## config.mk

```make
export PLATFORM = sky130hd
export DESIGN_NAME = bus_decode
export DESIGN_NICKNAME = d
export VERILOG_FILES = /design/src/verilog/mem_cfg_pkg.sv /design/src/verilog/bus_op_pkg.sv /design/src/verilog/bus_decode.sv
export SDC_FILE = /design/constraint.sdc
export NUM_CORES = 1
export LEC_CHECK = 0
export BUFFER_PORTS_ARGS = -buffer_cell sky130_fd_sc_hd__buf_2
export CORE_AREA = 8 8 51 53
export CTS_BUF_LIST = sky130_fd_sc_hd__clkbuf_8
export DETAILED_ROUTE_END_ITERATION = 16
export DIE_AREA = 0 0 59 61
export PLACE_DENSITY = 0.83
export SETUP_SLACK_MARGIN = 0.4
export SYNTH_ARGS = -nofsm -noshare
export SYNTH_HDL_FRONTEND = slang
export SYNTH_SLANG_ARGS = --single-unit
```

## constraint.sdc

```tcl
create_clock -name CLK -period 2 [get_ports CLK]
set_input_delay 0.4 -clock CLK [delete_from_list [all_inputs] [get_ports CLK]]
set_output_delay 0.4 -clock CLK [all_outputs]
set_load 0.1 [all_outputs]
```

## src/verilog/mem_cfg_pkg.sv

```systemverilog
// memory geometry
// 64 KiB of byte-addressed RAM split into four word-wide banks

package mem_cfg_pkg;

   // bus widths
   localparam int ADDR_W = 16;
   localparam int DATA_W = 16;

   // bank number lives in the top address bits
   localparam int NUM_BANKS  = 4;
   localparam int BANK_SEL_W = 2;

   // word index inside a bank, address bits 13..1
   localparam int WORD_IDX_W = 13;
   localparam int BANK_WORDS = 1 << WORD_IDX_W;

   // lowest address bit of the bank number
   localparam int BANK_LSB = ADDR_W - BANK_SEL_W;

endpackage

```

## src/verilog/bus_op_pkg.sv

```systemverilog
// bus access kinds
// one code per cycle as seen by the decoder and the read path

package bus_op_pkg;

   typedef enum logic [2:0]
   {
      OP_IDLE,
      OP_READ_WORD,
      OP_READ_BYTE_LO,
      OP_READ_BYTE_HI,
      OP_WRITE_WORD,
      OP_WRITE_BYTE_LO,
      OP_WRITE_BYTE_HI
   } bus_op_e;

endpackage

```

## src/verilog/bus_decode.sv

```systemverilog
// bus decoder
// classifies each cycle, drives per-bank lane writes and read enables,
// and keeps a one-stage read descriptor for the steering logic

`timescale 1ns/1ps

module bus_decode
(
   input  logic                                  CLK,
   input  logic                                  rst_n,
   input  logic [mem_cfg_pkg::ADDR_W-1:0]        A,
   input  logic [mem_cfg_pkg::DATA_W-1:0]        DI,
   input  logic                                  CE_N,
   input  logic                                  WE_N,
   input  logic                                  BYTE_OP,
   output logic [mem_cfg_pkg::NUM_BANKS-1:0]     bank_rd_en,
   output logic [mem_cfg_pkg::NUM_BANKS-1:0]     bank_we_hi,
   output logic [mem_cfg_pkg::NUM_BANKS-1:0]     bank_we_lo,
   output logic [mem_cfg_pkg::WORD_IDX_W-1:0]    word_idx,
   output logic [mem_cfg_pkg::DATA_W-1:0]        wr_data,
   output bus_op_pkg::bus_op_e                   rd_op,
   output logic [mem_cfg_pkg::BANK_SEL_W-1:0]    rd_bank
);

   import mem_cfg_pkg::*;
   import bus_op_pkg::*;

   bus_op_e               op;
   logic [BANK_SEL_W-1:0] bank;
   logic [NUM_BANKS-1:0]  bank_sel;
   logic                  lane_hi;
   logic                  lane_lo;
   logic                  is_read;

   // cycle classification
   always_comb
   begin
      if (CE_N)
         op = OP_IDLE;
      else if (!WE_N)
      begin
         if (!BYTE_OP)
            op = OP_WRITE_WORD;
         else if (A[0])
            op = OP_WRITE_BYTE_HI;
         else
            op = OP_WRITE_BYTE_LO;
      end
      else
      begin
         if (!BYTE_OP)
            op = OP_READ_WORD;
         else if (A[0])
            op = OP_READ_BYTE_HI;
         else
            op = OP_READ_BYTE_LO;
      end
   end

   assign bank     = A[ADDR_W-1:BANK_LSB];
   assign word_idx = A[WORD_IDX_W:1];
   assign bank_sel = {{(NUM_BANKS-1){1'b0}}, 1'b1} << bank;

   assign lane_hi = (op == OP_WRITE_WORD) || (op == OP_WRITE_BYTE_HI);
   assign lane_lo = (op == OP_WRITE_WORD) || (op == OP_WRITE_BYTE_LO);
   assign is_read = (op == OP_READ_WORD) || (op == OP_READ_BYTE_LO) ||
                    (op == OP_READ_BYTE_HI);

   assign bank_we_hi = lane_hi ? bank_sel : '0;
   assign bank_we_lo = lane_lo ? bank_sel : '0;
   assign bank_rd_en = is_read ? bank_sel : '0;

   // byte writes carry DI[7:0] on whichever lane is enabled
   assign wr_data = BYTE_OP ? {DI[7:0], DI[7:0]} : DI;

   always_ff @(posedge CLK or negedge rst_n)
   begin
      if (!rst_n)
      begin
         rd_op   <= OP_IDLE;
         rd_bank <= '0;
      end
      else
      begin
         rd_op <= is_read ? op : OP_IDLE;
         if (is_read)
            rd_bank <= bank;
      end
   end

endmodule

```

* Yosys cells after proc, flatten, opt, wreduce, memory -nomap -nowiden *
Index checks and enable logic that the tools add are counted.

word-level totals
  register bits = 5
  word-level logic and storage cells = 24

cells by class
  reduce and logical (&&, ||, !) cells = 4
  shift-type cells = 1
  muxes and demuxes = 11
  equal/unequal tests = 6

operators by type and width
  kind                   number
  $mux W16               1
  $mux W4                3
  $eq A3 B3 Y1 const B   3
  $mux W3                3
  $eq A3 B2 Y1 const B   2
  $mux W2                3
  $logic_or A1 B1 Y1     4
  $shl A1 B2 Y4 const A  1
  $eq A3 B1 Y1 const B   1
  $mux W1                1

* Logic depth before layout (Yosys ltp) *
  depth in word-level cells = 8
  gate-level depth with buffers = 3
  gate-level depth less buffers = 2

* Worst setup path after synthesis *
OpenSTA, ideal clock, no wires.

  path kind = input port to output port
  from = input port WE_N
  to = output port bank_we_lo[2] (netlist bit)
  buffers on the path = 0
  setup slack = -1.444 ns
  cell stages on the path = 2
  arrival time = 3.044 ns
  cell sequence = or3_1 nor3b_1

on the way
  longest elaborated chain between the ends = 5
  elaborated cells between the ends (all ways) = 6
  classes of those cells = 2 x eq/ne; 3 x mux; 1 x reduce/logical

ends and longest elaborated chain
  what                    line              source
  from (decl)             bus_decode.sv:14  input logic WE_N,
  $mux W3 (*)             bus_decode.sv:40  else if (!WE_N)
  $mux W3 (*)             bus_decode.sv:38  if (CE_N)
  $eq A3 B3 Y1            bus_decode.sv:65  assign lane_lo = (op == OP_WRITE_WORD) || (op == OP_WRITE_BYTE_LO);
  $logic_or A1 B1 Y1 (*)  bus_decode.sv:65
  $mux W4 (*)             bus_decode.sv:70  assign bank_we_lo = lane_lo ? bank_sel : '0;
  to (decl)               bus_decode.sv:18  output logic [mem_cfg_pkg::NUM_BANKS-1:0] bank_we_lo,

Every way passes the cells marked *; elsewhere a longest branch is shown, timed or not.

* Worst setup path in the final report *
  from = input port WE_N
  to = output port bank_we_lo[3] (netlist bit)

The elaborated chain is that of the path after synthesis.

==> flow_summary.ini <==
[floorplan]
die_w_um = 59
start_util_pct = 29.69
ios = 83
dieArea_mm2 = 0.003599
die_h_um = 61
core_area_mm2 = 0.001842
rows = 16

[clock_network]
root_buffer = clkbuf_8
clk_path_buf_depth = 2
cts_buffers = 3
insertion_delay_ns = 0.22
tritoncts = built
clock-sinks = 5
cts_max_level = 1
clkTransAtPathRegs_ns = 0.04

[pwr]
power_density_mw_per_mm2 = 632.2
p_leak_nw = 0.5642
total_power_mw = 0.7562
vdd_drop_max_v = 0.0004913

[cells_and_area]
syn2layout_area_growth_pct = 118.8
n_fill_cell = 139
final_cell_area_mm2 = 0.001196
nets = 147
final_layout_size_suffix_gt1_share_pct = 86.24
num_antenna_cells = 0

[setup_path]
worstRegToRegCells = 1
cp_max_fo = 4
path_class = input pin to primary output
cp.required_ns = 1.60
end_kind = primary output
start_kind = input pin
worstPathArrival_ns = 1.39

[sta]
max_freq_mhz = 559.9
setup_viol = 0
hold_slack_ns = 0.4850
finalClockSkew_ns = 0
slew_viol_final = 0
fin_crit_sh_pct = 89.30
hold_viol_final = 0
rsz0062_at_grt = yes
fin_crit_ns = 1.786

[route]
routedWlPerCell_um = 15.29
wl_met3_um = 235
wl_met2_um = 1043
highest_layer = met4
drt-initial-drc-count = 9
viasPerCell = 4.382
ant_nets = 0
drt-total-wl_um = 2079
drtPass1Iterations = 5
dr_total_vias = 596
drc = 0
met1_length_um = 761

[global_routing]
grt_pass1_wl_um = 3105
first_global_vias = 662
grt_max_degree = 13
antenna_found_initial = 0
grt_usage_pct = 11.40
grt_overflow = 0

[logic_synthesis]
yosys_register_bits = 5
ys_seq_area_share_pct = 22.88
syn_nets = 99
synth.avg_cell_area_um2 = 8.819
netlist_instances = 62
yosysWarnings = 0
synth_area_um2 = 546.8
synth_cell_type_count = 17

[placed_design]
dp_hpwl_um = 1609
portBuffers = 56
dpl_cell_area_mm2 = 0.001011
gp_congestion = 0.7897

[worst_hold_path]
min_delay_path_depth = 3
min_path_type = input pin to register

[status]
status = finished clean

[flow_run]
cap_violations = 0
## area by class of cell
type | count | area (µm²) | area share, %
clock buffer | 3 | 41.29 | 3.452
clock inverter | 1 | 3.754 | 0.3138
inverter | 3 | 15.01 | 1.255
multi-input combinational | 31 | 367.9 | 30.75
sequential | 5 | 125.1 | 10.46
tap | 27 | 33.78 | 2.824
timing repair buffer | 66 | 609.3 | 50.94
## power by group
group	internal, mW	switching, mW	leakage, nW	total, mW
sequential	0.111	0.00457	0.0617	0.115
combinational	0.118	0.342	0.476	0.460
clock	0.132	0.0498	0.0269	0.181
total	0.360	0.396	0.564	0.756
## layer usage
layer | up-vias | track usage (%)
met5 | - | 0
met4 | 0 | 7.167
met3 | 8 | 5.297
met2 | 42 | 20.25
met1 | 268 | 10.40
li1 | 278 | -
## logic make-up after synthesis
logic type	after synthesis	synth area share, %
muxes	10	20.60
AOI/OAI and AO/OA	1	1.374
other	1	0.6858
DFF	5	22.88
buffers and inverters	26	32.72
and+or+nand+nor	19	21.74
## flip-flops by register name, indices dropped and copies added (netlist names)
register  count
rd_op         3
rd_bank       2
## layout by cell type (no fill, tap or decap)
| cell type | instances |
|---|---|
| mux2_2 | 10 |
| nor2_4 | 2 |
| buf_4 | 16 |
| nor3_4 | 8 |
| nand2b_4 | 1 |
| buf_8 | 2 |
| conb_1 | 1 |
| nor2_1 | 2 |
| buf_12 | 13 |
| or3b_4 | 1 |
| a21o_1 | 1 |
| or3_4 | 1 |
| nor3b_4 | 2 |
| nand2_1 | 1 |
| dfrtp_1 | 5 |
| nor2b_1 | 1 |
| buf_2 | 31 |
| buf_6 | 3 |
| clkbuf_8 | 3 |
| inv_1 | 3 |
| clkinvlp_4 | 1 |
| dlygate4sd3_1 | 1 |
## worst paths after layout
| path | slack [ns] | to | startpoint |
|---|---|---|---|
| setup / recovery | 0.21 | bank_we_lo[3] | WE_N |
| hold / removal | 0.48 | rd_op[1] | BYTE_OP |
| setup reg to reg | 1.22 | rd_bank[1] | rd_bank[1] |
| hold reg to reg | 0.54 | rd_bank[0] | rd_bank[0] |
| max in group asynchronous | 1.35 | rd_op[0] | rst_n |
| min in group asynchronous | 0.52 | rd_op[2] | rst_n |
## timing repair
action                                 in CTS  in global routing
resized for setup                          16                  5
gates cloned                                0                  0
pin swaps                                   9                  5
endpoints found under the hold margin       5                  0
hold buffers                                1                  0
setup endpoints to repair                  18                 10
buffers inserted                            3                  3
## cell usage after synthesis
| master | count | area [µm²] |
|---|---|---|
| inv_1 | 3 | 11.26 |
| dfrtp_1 | 5 | 125.1 |
| nor2b_1 | 1 | 6.260 |
| nor3_1 | 6 | 30.03 |
| buf_4 | 21 | 157.7 |
| or3b_4 | 1 | 11.26 |
| nor3b_2 | 1 | 12.51 |
| nor3b_1 | 1 | 7.510 |
| nand2b_1 | 1 | 6.260 |
| nor2_1 | 4 | 15.01 |
| conb_1 | 1 | 3.750 |
| nand2_1 | 1 | 3.750 |
| nor3_2 | 2 | 20.02 |
| buf_2 | 2 | 10.01 |
| or3_1 | 1 | 6.260 |
| mux2_2 | 10 | 112.6 |
| a21o_1 | 1 | 7.510 |
## worst max-delay path, cell delays in order
cell and delay, ns:
buf_8 0.10, or3b_4 0.45, nor3b_4 0.23, buf_12 0.20
## metrics by stage
step                util [%]  TNS, ns  std cells  setup WS [ns]
floorplan                  -  -0.5151         62        -0.1003
global placement       54.89        0        125         0.1809
detailed placement     54.89        0        125         0.1539
CTS                    61.96        0        133         0.2074
global route           64.95        0        136         0.1710
finish                 64.95        0        136         0.2139
No activity file was read; power rests on OpenSTA's default activity.
