`src/verilog/mem_cfg_pkg.sv`:
```
// memory geometry
// 64 KiB of byte-addressed RAM split into four word-wide banks

package mem_cfg_pkg;

   // bus widths
   localparam int ADDR_W = 16;
   localparam int DATA_W = 16;

   // bank number lives in the top address bits
   localparam int NUM_BANKS  = 4;
   localparam int BANK_SEL_W = 2;

   // word index inside a bank, address bits 13..1
   localparam int WORD_IDX_W = 13;
   localparam int BANK_WORDS = 1 << WORD_IDX_W;

   // lowest address bit of the bank number
   localparam int BANK_LSB = ADDR_W - BANK_SEL_W;

endpackage

```
`src/verilog/bus_op_pkg.sv`:
```
// bus access kinds
// one code per cycle as seen by the decoder and the read path

package bus_op_pkg;

   typedef enum logic [2:0]
   {
      OP_IDLE,
      OP_READ_WORD,
      OP_READ_BYTE_LO,
      OP_READ_BYTE_HI,
      OP_WRITE_WORD,
      OP_WRITE_BYTE_LO,
      OP_WRITE_BYTE_HI
   } bus_op_e;

endpackage

```
`src/verilog/read_steer.sv`:
```
// read steering
// picks the registered bank word and aligns it for word or byte reads

`timescale 1ns/1ps

module read_steer
(
   input  bus_op_pkg::bus_op_e                                rd_op,
   input  logic [mem_cfg_pkg::BANK_SEL_W-1:0]                 rd_bank,
   input  logic [mem_cfg_pkg::NUM_BANKS*mem_cfg_pkg::DATA_W-1:0] bank_data,
   output logic [mem_cfg_pkg::DATA_W-1:0]                     DO
);

   import mem_cfg_pkg::*;
   import bus_op_pkg::*;

   logic [DATA_W-1:0] word;

   assign word = bank_data[rd_bank*DATA_W +: DATA_W];

   always_comb
   begin
      case (rd_op)
         OP_READ_WORD:
            DO = word;
         OP_READ_BYTE_LO:
            DO = {8'h00, word[7:0]};
         OP_READ_BYTE_HI:
            DO = {8'h00, word[15:8]};
         // idle and write cycles leave the bus at zero
         default:
            DO = '0;
      endcase
   end

endmodule

```
`config.mk`:
```
export PLATFORM = sky130hd
export DESIGN_NAME = read_steer
export DESIGN_NICKNAME = d
export VERILOG_FILES = /design/src/verilog/mem_cfg_pkg.sv /design/src/verilog/bus_op_pkg.sv /design/src/verilog/read_steer.sv
export SDC_FILE = /design/constraint.sdc
export NUM_CORES = 1
export LEC_CHECK = 0
export BUFFER_PORTS_ARGS = -buffer_cell sky130_fd_sc_hd__buf_2
export CORE_ASPECT_RATIO = 0.8
export CORE_MARGIN = 10
export CORE_UTILIZATION = 29
export DETAILED_ROUTE_END_ITERATION = 7
export MAX_ROUTING_LAYER = met4
export PLACE_DENSITY = 0.86
export REMOVE_ABC_BUFFERS = 1
export SLEW_MARGIN = 20
export SYNTH_ARGS = -nofsm -noshare
export SYNTH_HDL_FRONTEND = slang
export SYNTH_SLANG_ARGS = --single-unit
```
`constraint.sdc`:
```
create_clock -name vclk -period 1.1
set_input_delay 0.055 -clock vclk [all_inputs]
set_output_delay 0.055 -clock vclk [all_outputs]
set_load 0.05 [all_outputs]
```
After elaboration in Yosys (flattened, before gate mapping)
Cells that the tools add are included.
W data, S select, Z words.
{ "word_totals": {"ff_bits": 0, "out_inout_bits": 16, "wordCells": 5} }
{ "classes": {"n_eq_ne": 3, "shift": 1, "n_mux": 1} }
{ "ops": {"columns": ["cell", "count"], "rows": [
  ["$shiftx A64 B7 Y16", 1],
  ["$pmux W16 S3", 1],
  ["$eq A3 B2 Y1 const B", 2],
  ["$eq A3 B1 Y1 const B", 1]
]} }

Longest topological paths before layout
Gate-level depths: netlist (run 1).
{ "logic_depth": {"word_depth": 2, "depth_mapped": 5} }

Least setup slack after synthesis (run 1)
OpenSTA, ideal clock, no wires.
{ "synth_timing": {"kind": "input -> output", "from": "input port rd_bank[0] (netlist bit)", "to": "output port DO[5] (netlist bit)", "arrival_time_ns": 1.382, "required_time_ns": 1.045, "setup_slack_ns": -0.337, "cell_stages": 5, "path_cell_list": "buf_6 buf_12 mux4_2 a22oi_1 nor2_1"} }
{ "synth_between": {"elab_chain_cells": 2} }
{ "synth_rtl": {"columns": ["item", "line", "text"], "rows": [
  ["start: declaration", "read_steer.sv:9", "input logic [mem_cfg_pkg::BANK_SEL_W-1:0] rd_bank,"],
  ["$shiftx A64 B7 Y16", "read_steer.sv:19", "assign word = bank_data[rd_bank*DATA_W +: DATA_W];"],
  ["$pmux W16 S3", "read_steer.sv:23", "case (rd_op)"],
  ["end: declaration", "read_steer.sv:11", "output logic [mem_cfg_pkg::DATA_W-1:0] DO"]
]} }
No other way between the ends.

Final worst setup path (run 1)
Same ends and word-level chain as after synthesis.

==> results.md, run 1 <==
* # nets final at 211
* Vias per cell at 5.061
* Synth warn at 0
* Largest net degree at the start of global routing at 9
* Crit path arrival time at 1.21 ns
* Synth area leaders: mux4_2 38%, mux4_1 26%, a22oi_1 10%
* Post-DP HPWL at 2684 microns
* Post-synth top cells: 10 x mux4_2, 9 x and2_1, 8 x a22oi_1, 8 x nor2_1, 6 x mux4_1
* Synth unique cells at 13
* Fillers at 174
* Initial Util at 30.97%
* Worst path required time at 1.04 ns
* CP Capture Point: DO[5]
* Tcrit/Tclk final at 114.7%
* Pwr dens at between 400 and 500 mW/mm^2
* Status: finished with violations
* PnR worst setup slack at -0.1617 ns
* Compound-cell area share of the yosys netlist at 10.06%
* Ratio of cells with drive above 1 in the final layout at 90.00%
* Final WL at 3139 microns
* Number of clock buffers in the layout at 0
* Worst setup SP type: primary input
* Synth Area in Adders at 0%
* CP peak stage delay at 0.51 ns
* Kind of critical path: primary input to output pin
* Cell taking the most area after synthesis: mux4_2
* Setup crit end kind: output pin
* Crit-path slowest cell: mux4_2
* Failing checks: setup timing
* Max Clk Rate at 0.7926 GHz
* Max Cap Viol at 0
* GP Congestion at 0.7125
* Synthesized instance count at 49
* Rows at 14
* Most common cell in the netlist: mux4_2
* Gr usage total at about 14%
* Worst-path cell chain: buf_12 > buf_6 > mux4_2 > a22oi_1 > nor2_1 > buf_6
* Mapped Area at around 600 sq um
* Mean Syn Cell Area at roughly 12 sq um
* Final count of pins violating max slew at 0
* Routed via count at 830
* Slew @ Worst Pin at ~0.25 ns
* P&R area growth vs syn at 120.1%
* Seq/Total Area, Yosys at 0%
* Final Hold Fails at 0
* CP max FO at 5
* Antenna cells at 0
* Hold buffer count at cts at 0
* Number of port buffers at 85
* Hold/Removal Path Class: primary input to output pin
* RSZ-0062 raised after global routing: true
* Gr ovfl total at 0
* Seq cells at 0
* Post-synthesis mux area share at approximately 64%
* Final antenna-violating net count at 0
* Top-area cell type share of the netlist area at 37.74%
* Drt drc at 0
* DR pass1 iterations at 4
* Leakage at 0.0006444 uW
* DP Worst Slack at -0.3160 ns
* I/O pin count at 85
* First-pass GRT wire length at 4823 microns
* Core footprint at between 0.0015 and 0.002 sq mm
* Setup-failing EPs final at 16
* CP dominant cell by count: buf_6
* Worst VDD drop at 0.2845 mV
* Vias in the first global route at 974
* Die width at 70.72 microns
* Register Area at 0 sq um
* Post-synthesis simple-gate area fraction at between 15 and 20%
* Final min period at 1.262 ns
* Area occupied by multi-input gates at 565.5 sq um
* Xor/xnor cell area share of the yosys netlist at 1.468%
* Die H at ~60 microns
* Initial antenna violation count at 0
* Setup crit start: rd_bank[0]
* Combinational family with the most area after synthesis: multiplexers
* Worst Hold Slack at roughly 0.55 ns
* Max_slew headroom at ~83%
* Per-cell routed wire length at 19.14 microns
* Die area at 0.004284 sq mm
* Iteration-0 DRC count of the detailed router at 17
-- layer usage --
metal	vias up	part of all wire, %	global-route usage, %
li1	388	-	-
met4	0	0	0
met5	-	0	-
met2	51	51	25.22
met3	0	8.8	3.263
met1	391	40	16.21
-- area by class of cell --
type | count | share of cell area [%]
timing repair buffer | 97 | 54.67
multi-input combinational | 43 | 43.05
tap | 24 | 2.286
-- repair_timing --
| action | 4_1_cts | 5_1_grt |
|---|---|---|
| resized for setup | 59 | 5 |
| pin swaps | 13 | 0 |
| endpoints found under the setup margin | 16 | 16 |
| buffers inserted | 0 | 0 |
| cloned | 1 | 0 |
| hold endpoints to repair | 0 | 0 |
-- worst min-delay path by stage --
stage	from	endpoint	slack, ns	cells after the start
final	rd_op[2]	DO[2]	0.55	4
after global routing	rd_op[2]	DO[2]	0.58	4
after CTS	rd_op[2]	DO[2]	0.56	4
after detailed placement	rd_op[2]	DO[2]	0.61	4
after global placement	rd_op[2]	DO[0]	0.61	4
after floorplan	rd_op[2]	DO[0]	0.29	1
-- kinds of logic after synthesis --
kind of cell | after synthesis
compound gates | 8
xor+xnor | 1
buf+inv | 6
mux | 16
simple gates | 18
-- critical path: cells and delay by family --
family,cells,cell delay (ns)
mux,1,0.51
buf+inv,3,0.37
compound gates,1,0.19
simple gates,1,0.07
-- metrics by stage --
step                      setup TNS, ns  instance area, sq um  power, uW  util, %  instances
after CTS                        -1.552                  1294      635.6    67.14        164
final                            -1.592                  1314      649.3    68.18        164
after detailed placement         -4.024                  1121      534.3    58.18        163
after floorplan                  -1.309                 545.5      284.1        -         43
after global routing             -2.202                  1314      688.3    68.18        164
after global placement           -3.609                  1121      518.1    58.18        163
-- where the power goes --
part	switching, uW	internal, uW
logic	300	350
registers	0	0
clock network	0	0
total	300	350
-- layout by cell type (no fill, tap or decap), types with 4 or more instances in the layout --
cell and n:
buf_2 68, a22oi_1 4, buf_8 6, buf_12 4, and2_4 7, a22oi_2 4, buf_4 6, nor2_1 6
mux4_2 16, buf_6 12
No activity file was read; power rests on OpenSTA's default activity.
==> inputs of run 2 (changes only) <==
==> constraint.sdc (replaced) <==
create_clock -name vclk -period 1.1
set_input_delay 0.165 -clock vclk [all_inputs]
set_output_delay 0.165 -clock vclk [all_outputs]
set_load 0.05 [all_outputs]
==> results.md, run 2 (synthesis results as in run 1) <==
* Crit path arrival time at 1.32 ns (was 1.21 ns)
* Final count of pins violating max slew at 0 (unchanged)
* Setup-failing EPs final at 16 (unchanged)
* Register Area at 0 sq um (unchanged)
* Die H at 60.58 microns (unchanged)
* Iteration-0 DRC count of the detailed router at 20 (was 17)
* Final Instance Area at 0.001331 sq mm (was 0.001314 sq mm)
* Die area at 0.004284 sq mm (unchanged)
* Initial Util at 30.97% (unchanged)
* Failing checks: setup timing (unchanged)
* # nets final at 211 (unchanged)
* Final Util at 69.09% (was 68.18%)
* CP max FO at 6 (was 5)
* Tcrit/Tclk final at 134.8% (was 114.7%)
* Gr usage total at 13.84% (unchanged)
* Drt drc at 0 (unchanged)
* Number of port buffers at 85 (unchanged)
* Max Cap Viol at 0 (unchanged)
* Setup Fix Bufs, Post-CTS at 0 (unchanged)
* Worst path required time at 0.94 ns (was 1.04 ns)
* PnR worst setup slack at -0.3824 ns (was -0.1617 ns)
* Ratio of cells with drive above 1 in the final layout at 92.86% (was 90.00%)
* Core footprint at 0.001927 sq mm (unchanged)
* Setup crit end kind: output pin (unchanged)
* Number of clock buffers in the layout at 0 (unchanged)
* I/O pin count at 85 (unchanged)
* Hold/Removal Path Class: primary input to output pin (unchanged)
* Vias per cell at 5.122 (was 5.061)
* Final WL at 3190 microns (was 3139 microns)
* Seq cells at 0 (unchanged)
* Crit-path slowest cell: mux4_2 (unchanged)
* Dpl cell area at 0.001121 sq mm (unchanged)
* P&R area growth vs syn at 123.1% (was 120.1%)
* DP Worst Slack at -0.5360 ns (was -0.3160 ns)
* Pwr dens at 499.0 mW/mm^2 (was 494.3 mW/mm^2)
* Worst-path cell chain: buf_12 > buf_12 > buf_6 > mux4_2 > a22oi_2 > nor2_2 > buf_6 (was buf_12 > buf_6 > mux4_2 > a22oi_1 > nor2_1 > buf_6)
* Routed via count at 840 (was 830)
* GP Congestion at 0.7126 (was 0.7125)
* Largest net degree at the start of global routing at 9 (unchanged)
* Final min period at 1.482 ns (was 1.262 ns)
* RSZ-0062 raised after global routing: true (unchanged)
* Die width at 70.72 microns (unchanged)
* Post-DP HPWL at 2684 microns (unchanged)
* Kind of critical path: primary input to output pin (unchanged)
* Initial antenna violation count at 0 (unchanged)
* Max_slew headroom at 82.74% (was 83.06%)
* Hold buffer count at cts at 0 (unchanged)
* DR pass1 iterations at 4 (unchanged)
* Worst setup SP type: primary input (unchanged)
* Leakage at 0.0006450 uW (was 0.0006444 uW)
* Antenna cells at 0 (unchanged)
* Final antenna-violating net count at 0 (unchanged)
* Total power draw at 664.4 uW (was 649.3 uW)
* Per-cell routed wire length at 19.45 microns (was 19.14 microns)
* CP peak stage delay at 0.48 ns (was 0.51 ns)
* Vias in the first global route at 974 (unchanged)
* First-pass GRT wire length at 4823 microns (unchanged)
* Most frequent cells in the layout: 68 x buf_2, 16 x mux4_2, 12 x buf_6, 7 x a22oi_2, 7 x and2_4 (was 68 x buf_2, 16 x mux4_2, 12 x buf_6, 7 x and2_4)
* Rows at 14 (unchanged)
* Gr ovfl total at 0 (unchanged)
* Max Clk Rate at 0.6746 GHz (was 0.7926 GHz)
* Slew @ Worst Pin at 0.2584 ns (was 0.2536 ns)
* Worst VDD drop at 0.2874 mV (was 0.2845 mV)
* Commonest non-fill, non-tap cell in the layout: buf_2 (unchanged)
* Final Hold Fails at 0 (unchanged)
* Status: finished with violations (unchanged)
## run 2: changes by cell type in the layout (fill, tap and decap cells not counted)
cell,change
a22oi_1,-3
a22oi_2,+3
nor2_1,-1
nor2_2,+1
## run 2: cell type report
cell class                      instances  area, sq um
Timing Repair Buffer                   97        718.2
Fill cell                             172        595.6
Multi-Input combinational cell         43        583.1
Tap cell                               24        30.03
## run 2: critical path: cells and delay by family
family,cells,cell delay (ns)
multiplexers,1,0.48
buffers and inverters,4,0.45
AO/OA/AOI/OAI,1,0.15
AND/OR/NAND/NOR,1,0.06
## run 2: stage by stage
stage | hold WS [ns] | instances | TNS, ns
finish | 0.7752 | 164 | -5.146
floorplan | 0.5057 | 43 | -3.860
global route | 0.8078 | 164 | -5.763
global placement | 0.8277 | 163 | -7.129
CTS | 0.7780 | 164 | -5.072
detailed placement | 0.8281 | 163 | -7.544
## run 2: routing by layer
metal / routed length (microns) / up-vias / track usage (%)
met5: 0 / - / -
met4: 0 / 0 / 0
met2: 1638 / 51 / 25.22
li1: - / 389 / -
met3: 270 / 0 / 3.263
met1: 1282 / 400 / 16.21
## run 2: report_power, final
part / switching (uW) / leakage (uW) / internal (uW)
Sequential: 0 / 0 / 0
Combinational: 309 / 0.000645 / 355
Clock: 0 / 0 / 0
Total: 309 / 0.000645 / 355
## run 2: path summary, 6_finish.rpt
check  startpoint     to  slack, ns  depth (start not counted)
max    rd_bank[0]  DO[2]      -0.38                          7
min      rd_op[2]  DO[2]       0.78                          4
## run 2: what timing repair did
| action | in CTS | in global routing |
|---|---|---|
| gates resized for setup | 59 | 9 |
| endpoints found under the setup margin | 16 | 16 |
| gates cloned | 1 | 0 |
| pin swaps | 13 | 0 |
| endpoints found under the hold margin | 0 | 0 |
==> inputs of run 3 (changes only) <==
--- a/config.mk
+++ b/config.mk
@@ -5,15 +5,15 @@
 export SDC_FILE = /design/constraint.sdc
 export NUM_CORES = 1
 export LEC_CHECK = 0
+export ABC_AREA = 1
 export BUFFER_PORTS_ARGS = -buffer_cell sky130_fd_sc_hd__buf_2
 export CORE_ASPECT_RATIO = 0.8
 export CORE_MARGIN = 10
-export CORE_UTILIZATION = 29
+export CORE_UTILIZATION = 33
 export DETAILED_ROUTE_END_ITERATION = 7
 export MAX_ROUTING_LAYER = met4
-export PLACE_DENSITY = 0.86
+export PLACE_DENSITY = 0.87
 export REMOVE_ABC_BUFFERS = 1
-export SLEW_MARGIN = 20
 export SYNTH_ARGS = -nofsm -noshare
 export SYNTH_HDL_FRONTEND = slang
 export SYNTH_SLANG_ARGS = --single-unit
==> results.md, run 3 <==
* Tcrit/Tclk final at 102.9% (was 134.8%)
* Initial antenna violation count at 0 (unchanged)
* Die width at 73.59 microns (was 70.72 microns)
* Top-area cell type share of the netlist area at 42.08% (was 37.74%)
* Final min period at 1.132 ns (was 1.482 ns)
* Vias per cell at 5.289 (was 5.122)
* Ratio of cells with drive above 1 in the final layout at 59.61% (was 92.86%)
* Worst VDD drop at 0.3488 mV (was 0.2874 mV)
* Most common cell in the netlist: nand2_1 (was mux4_2)
* Iteration-0 DRC count of the detailed router at 103 (was 20)
* Crit-path slowest cell: clkbuf_16 (was mux4_2)
* Number of clock buffers in the layout at 0 (unchanged)
* Max Cap Viol at 0 (unchanged)
* Cell taking the most area after synthesis: nand2_1 (was mux4_2)
* Crit path arrival time at 0.97 ns (was 1.32 ns)
* Seq/Total Area, Yosys at 0% (unchanged)
* Worst path required time at 0.94 ns (about the same)
* Worst setup SP type: primary input (unchanged)
* Pwr dens at 453.9 mW/mm^2 (was 499.0 mW/mm^2)
* Synth warn at 0 (unchanged)
* Setup crit end kind: output pin (unchanged)
* Synth unique cells at 13 (unchanged)
* Rows at 15 (was 14)
* Kind of critical path: primary input to output pin (unchanged)
* Post-DP HPWL at 2841 microns (was 2684 microns)
* Final antenna-violating net count at 0 (unchanged)
* Routed via count at 1481 (was 840)
* Final WL at 4630 microns (was 3190 microns)
* Register Area at 0 sq um (unchanged)
* Slew @ Worst Pin at 0.1372 ns (was 0.2584 ns)
* Most frequent cells in the layout: 69 x nand2_1, 65 x buf_2, 26 x nand3_1, 18 x nand3_2, 14 x nand2_2 (was 68 x buf_2, 16 x mux4_2, 12 x buf_6, 7 x a22oi_2, 7 x and2_4)
* Gr ovfl total at 0 (unchanged)
* First-pass GRT wire length at 5865 microns (was 4823 microns)
* Vias in the first global route at 1323 (was 974)
* CP Capture Point: DO[1] (was DO[2])
* Mean Syn Cell Area at 4.568 sq um (was 12.18 sq um)
* Setup-failing EPs final at 7 (was 16)
* Number of port buffers at 85 (unchanged)
* Placed Instances at 274 (was 163)
* Status: finished with violations (unchanged)
* GP Congestion at 0.7846 (was 0.7126)
* M3 GR Usage at 4.603% (was 3.263%)
* Hold buffer count at cts at 0 (unchanged)
* RSZ-0062 raised after global routing: true (unchanged)
* CP max FO at 5 (was 6)
* Final Hold Fails at 0 (unchanged)
* CP peak stage delay at 0.15 ns (was 0.48 ns)
* Leakage at 0.0009791 uW (was 0.0006450 uW)
* Non-Filler Instances at 280 (was 164)
* # nets final at 326 (was 211)
* Worst-path cell chain: buf_16 > clkbuf_16 > nand2_1 > nand3_1 > nand3_1 > nand2_1 > buf_6 (was buf_12 > buf_12 > buf_6 > mux4_2 > a22oi_2 > nor2_2 > buf_6)
* Met1 Use GR at 18.37% (was 16.21%)
* Met2 usage in global routing at 23.94% (was 25.22%)
* Max_slew headroom at 90.83% (was 82.74%)
* Antenna cells at 0 (unchanged)
* Post-synth top cells: 85 x nand2_1, 46 x nand3_1, 9 x inv_1, 8 x nor2_1, 5 x buf_6 (was 10 x mux4_2, 9 x and2_1, 8 x a22oi_1, 8 x nor2_1, 6 x mux4_1)
* Post-Route Setup TNS at -0.1228 ns (was -5.146 ns)
* Core footprint at 0.002177 sq mm (was 0.001927 sq mm)
* Hold/Removal Path Class: primary input to output pin (unchanged)
* Seq cells at 0 (unchanged)
* Max Clk Rate at 0.8838 GHz (was 0.6746 GHz)
* Most used routing layer in global routing: met2 (unchanged)
* Drt drc at 0 (unchanged)
* Gr usage total at 14.98% (was 13.84%)
* Largest net degree at the start of global routing at 33 (was 9)
* Final count of pins violating max slew at 0 (unchanged)
* Synth area leaders: nand2_1 42%, nand3_1 30%, buf_6 7.4% (was mux4_2 38%, mux4_1 26%, a22oi_1 10%)
* Setup Fix Bufs, Post-CTS at 0 (unchanged)
* Fillers at 130 (was 172)
* Synthesized instance count at 166 (was 49)
* DR pass1 iterations at 4 (unchanged)
* Mapped Area at 758.2 sq um (was 596.8 sq um)
* Die H at 62.88 microns (was 60.58 microns)
* I/O pin count at 85 (unchanged)
* Initial Util at 34.83% (was 30.97%)
* Setup crit start: rd_bank[0] (unchanged)
* PnR worst setup slack at -0.03150 ns (was -0.3824 ns)
* P&R area growth vs syn at 138.3% (was 123.1%)
* Die area at 0.004627 sq mm (was 0.004284 sq mm)
* Failing checks: setup timing (unchanged)
* Per-cell routed wire length at 16.54 microns (was 19.45 microns)
* Commonest non-fill, non-tap cell in the layout: nand2_1 (was buf_2)
[run 3: worst min-delay path by stage]
stage | start | end | depth (start not counted)
floorplan | rd_bank[1] | DO[10] | 3
global placement | bank_data[41] | DO[9] | 6
detailed placement | bank_data[12] | DO[12] | 6
CTS | bank_data[6] | DO[6] | 6
global route | bank_data[1] | DO[1] | 6
finish | bank_data[6] | DO[6] | 6
[run 3: logic make-up (layout without fill, tap and decap cells)]
family / count (synthesis) / in the layout / synth area share (%)
buffers and inverters: 22 / 111 / 18.98
and+or+nand+nor: 144 / 144 / 81.02
[run 3: stage by stage]
| stage | hold slack [ns] | util, % | area [sq um] | power [uW] | setup slack [ns] |
|---|---|---|---|---|---|
| floorplan | 0.6427 | - | 666.9 | 302.4 | -0.1968 |
| global placement | 0.8401 | 55.52 | 1209 | 538.8 | -0.1805 |
| detailed placement | 0.8524 | 55.52 | 1209 | 546.5 | -0.1987 |
| CTS | 0.8042 | 65.00 | 1415 | 642.5 | -0.01221 |
| global route | 0.8420 | 82.99 | 1807 | 874.2 | -0.07194 |
| finish | 0.8032 | 82.99 | 1807 | 820.1 | -0.03150 |
[run 3: what timing repair did]
action,4_1_cts,5_1_grt
endpoints found under the setup margin,16,16
pin swaps,3,24
gates resized for setup,56,67
gates cloned,1,5
[run 3: area by class of cell]
class	instances	area (sq um)	area share, %
multi-input combinational	144	855.8	47.37
timing repair inverter	1	16.27	0.9003
tap	25	31.28	1.731
timing repair buffer	98	817.0	45.22
inverter	12	86.33	4.778
[run 3: power by group]
part	switching [uW]	leakage [uW]	internal, uW
clock	0	0	0
sequential	0	0	0
combinational	456	0.000979	364
[run 3: layer usage]
layer	up-vias	part of all wire [%]
li1	711	-
met3	8	11
met5	-	0
met2	93	48
met1	669	40
met4	0	1.4
[run 3: critical path: cells and delay by family]
kind | cells | cell delay [ns]
and+or+nand+nor | 4 | 0.35
buffers and inverters | 3 | 0.43
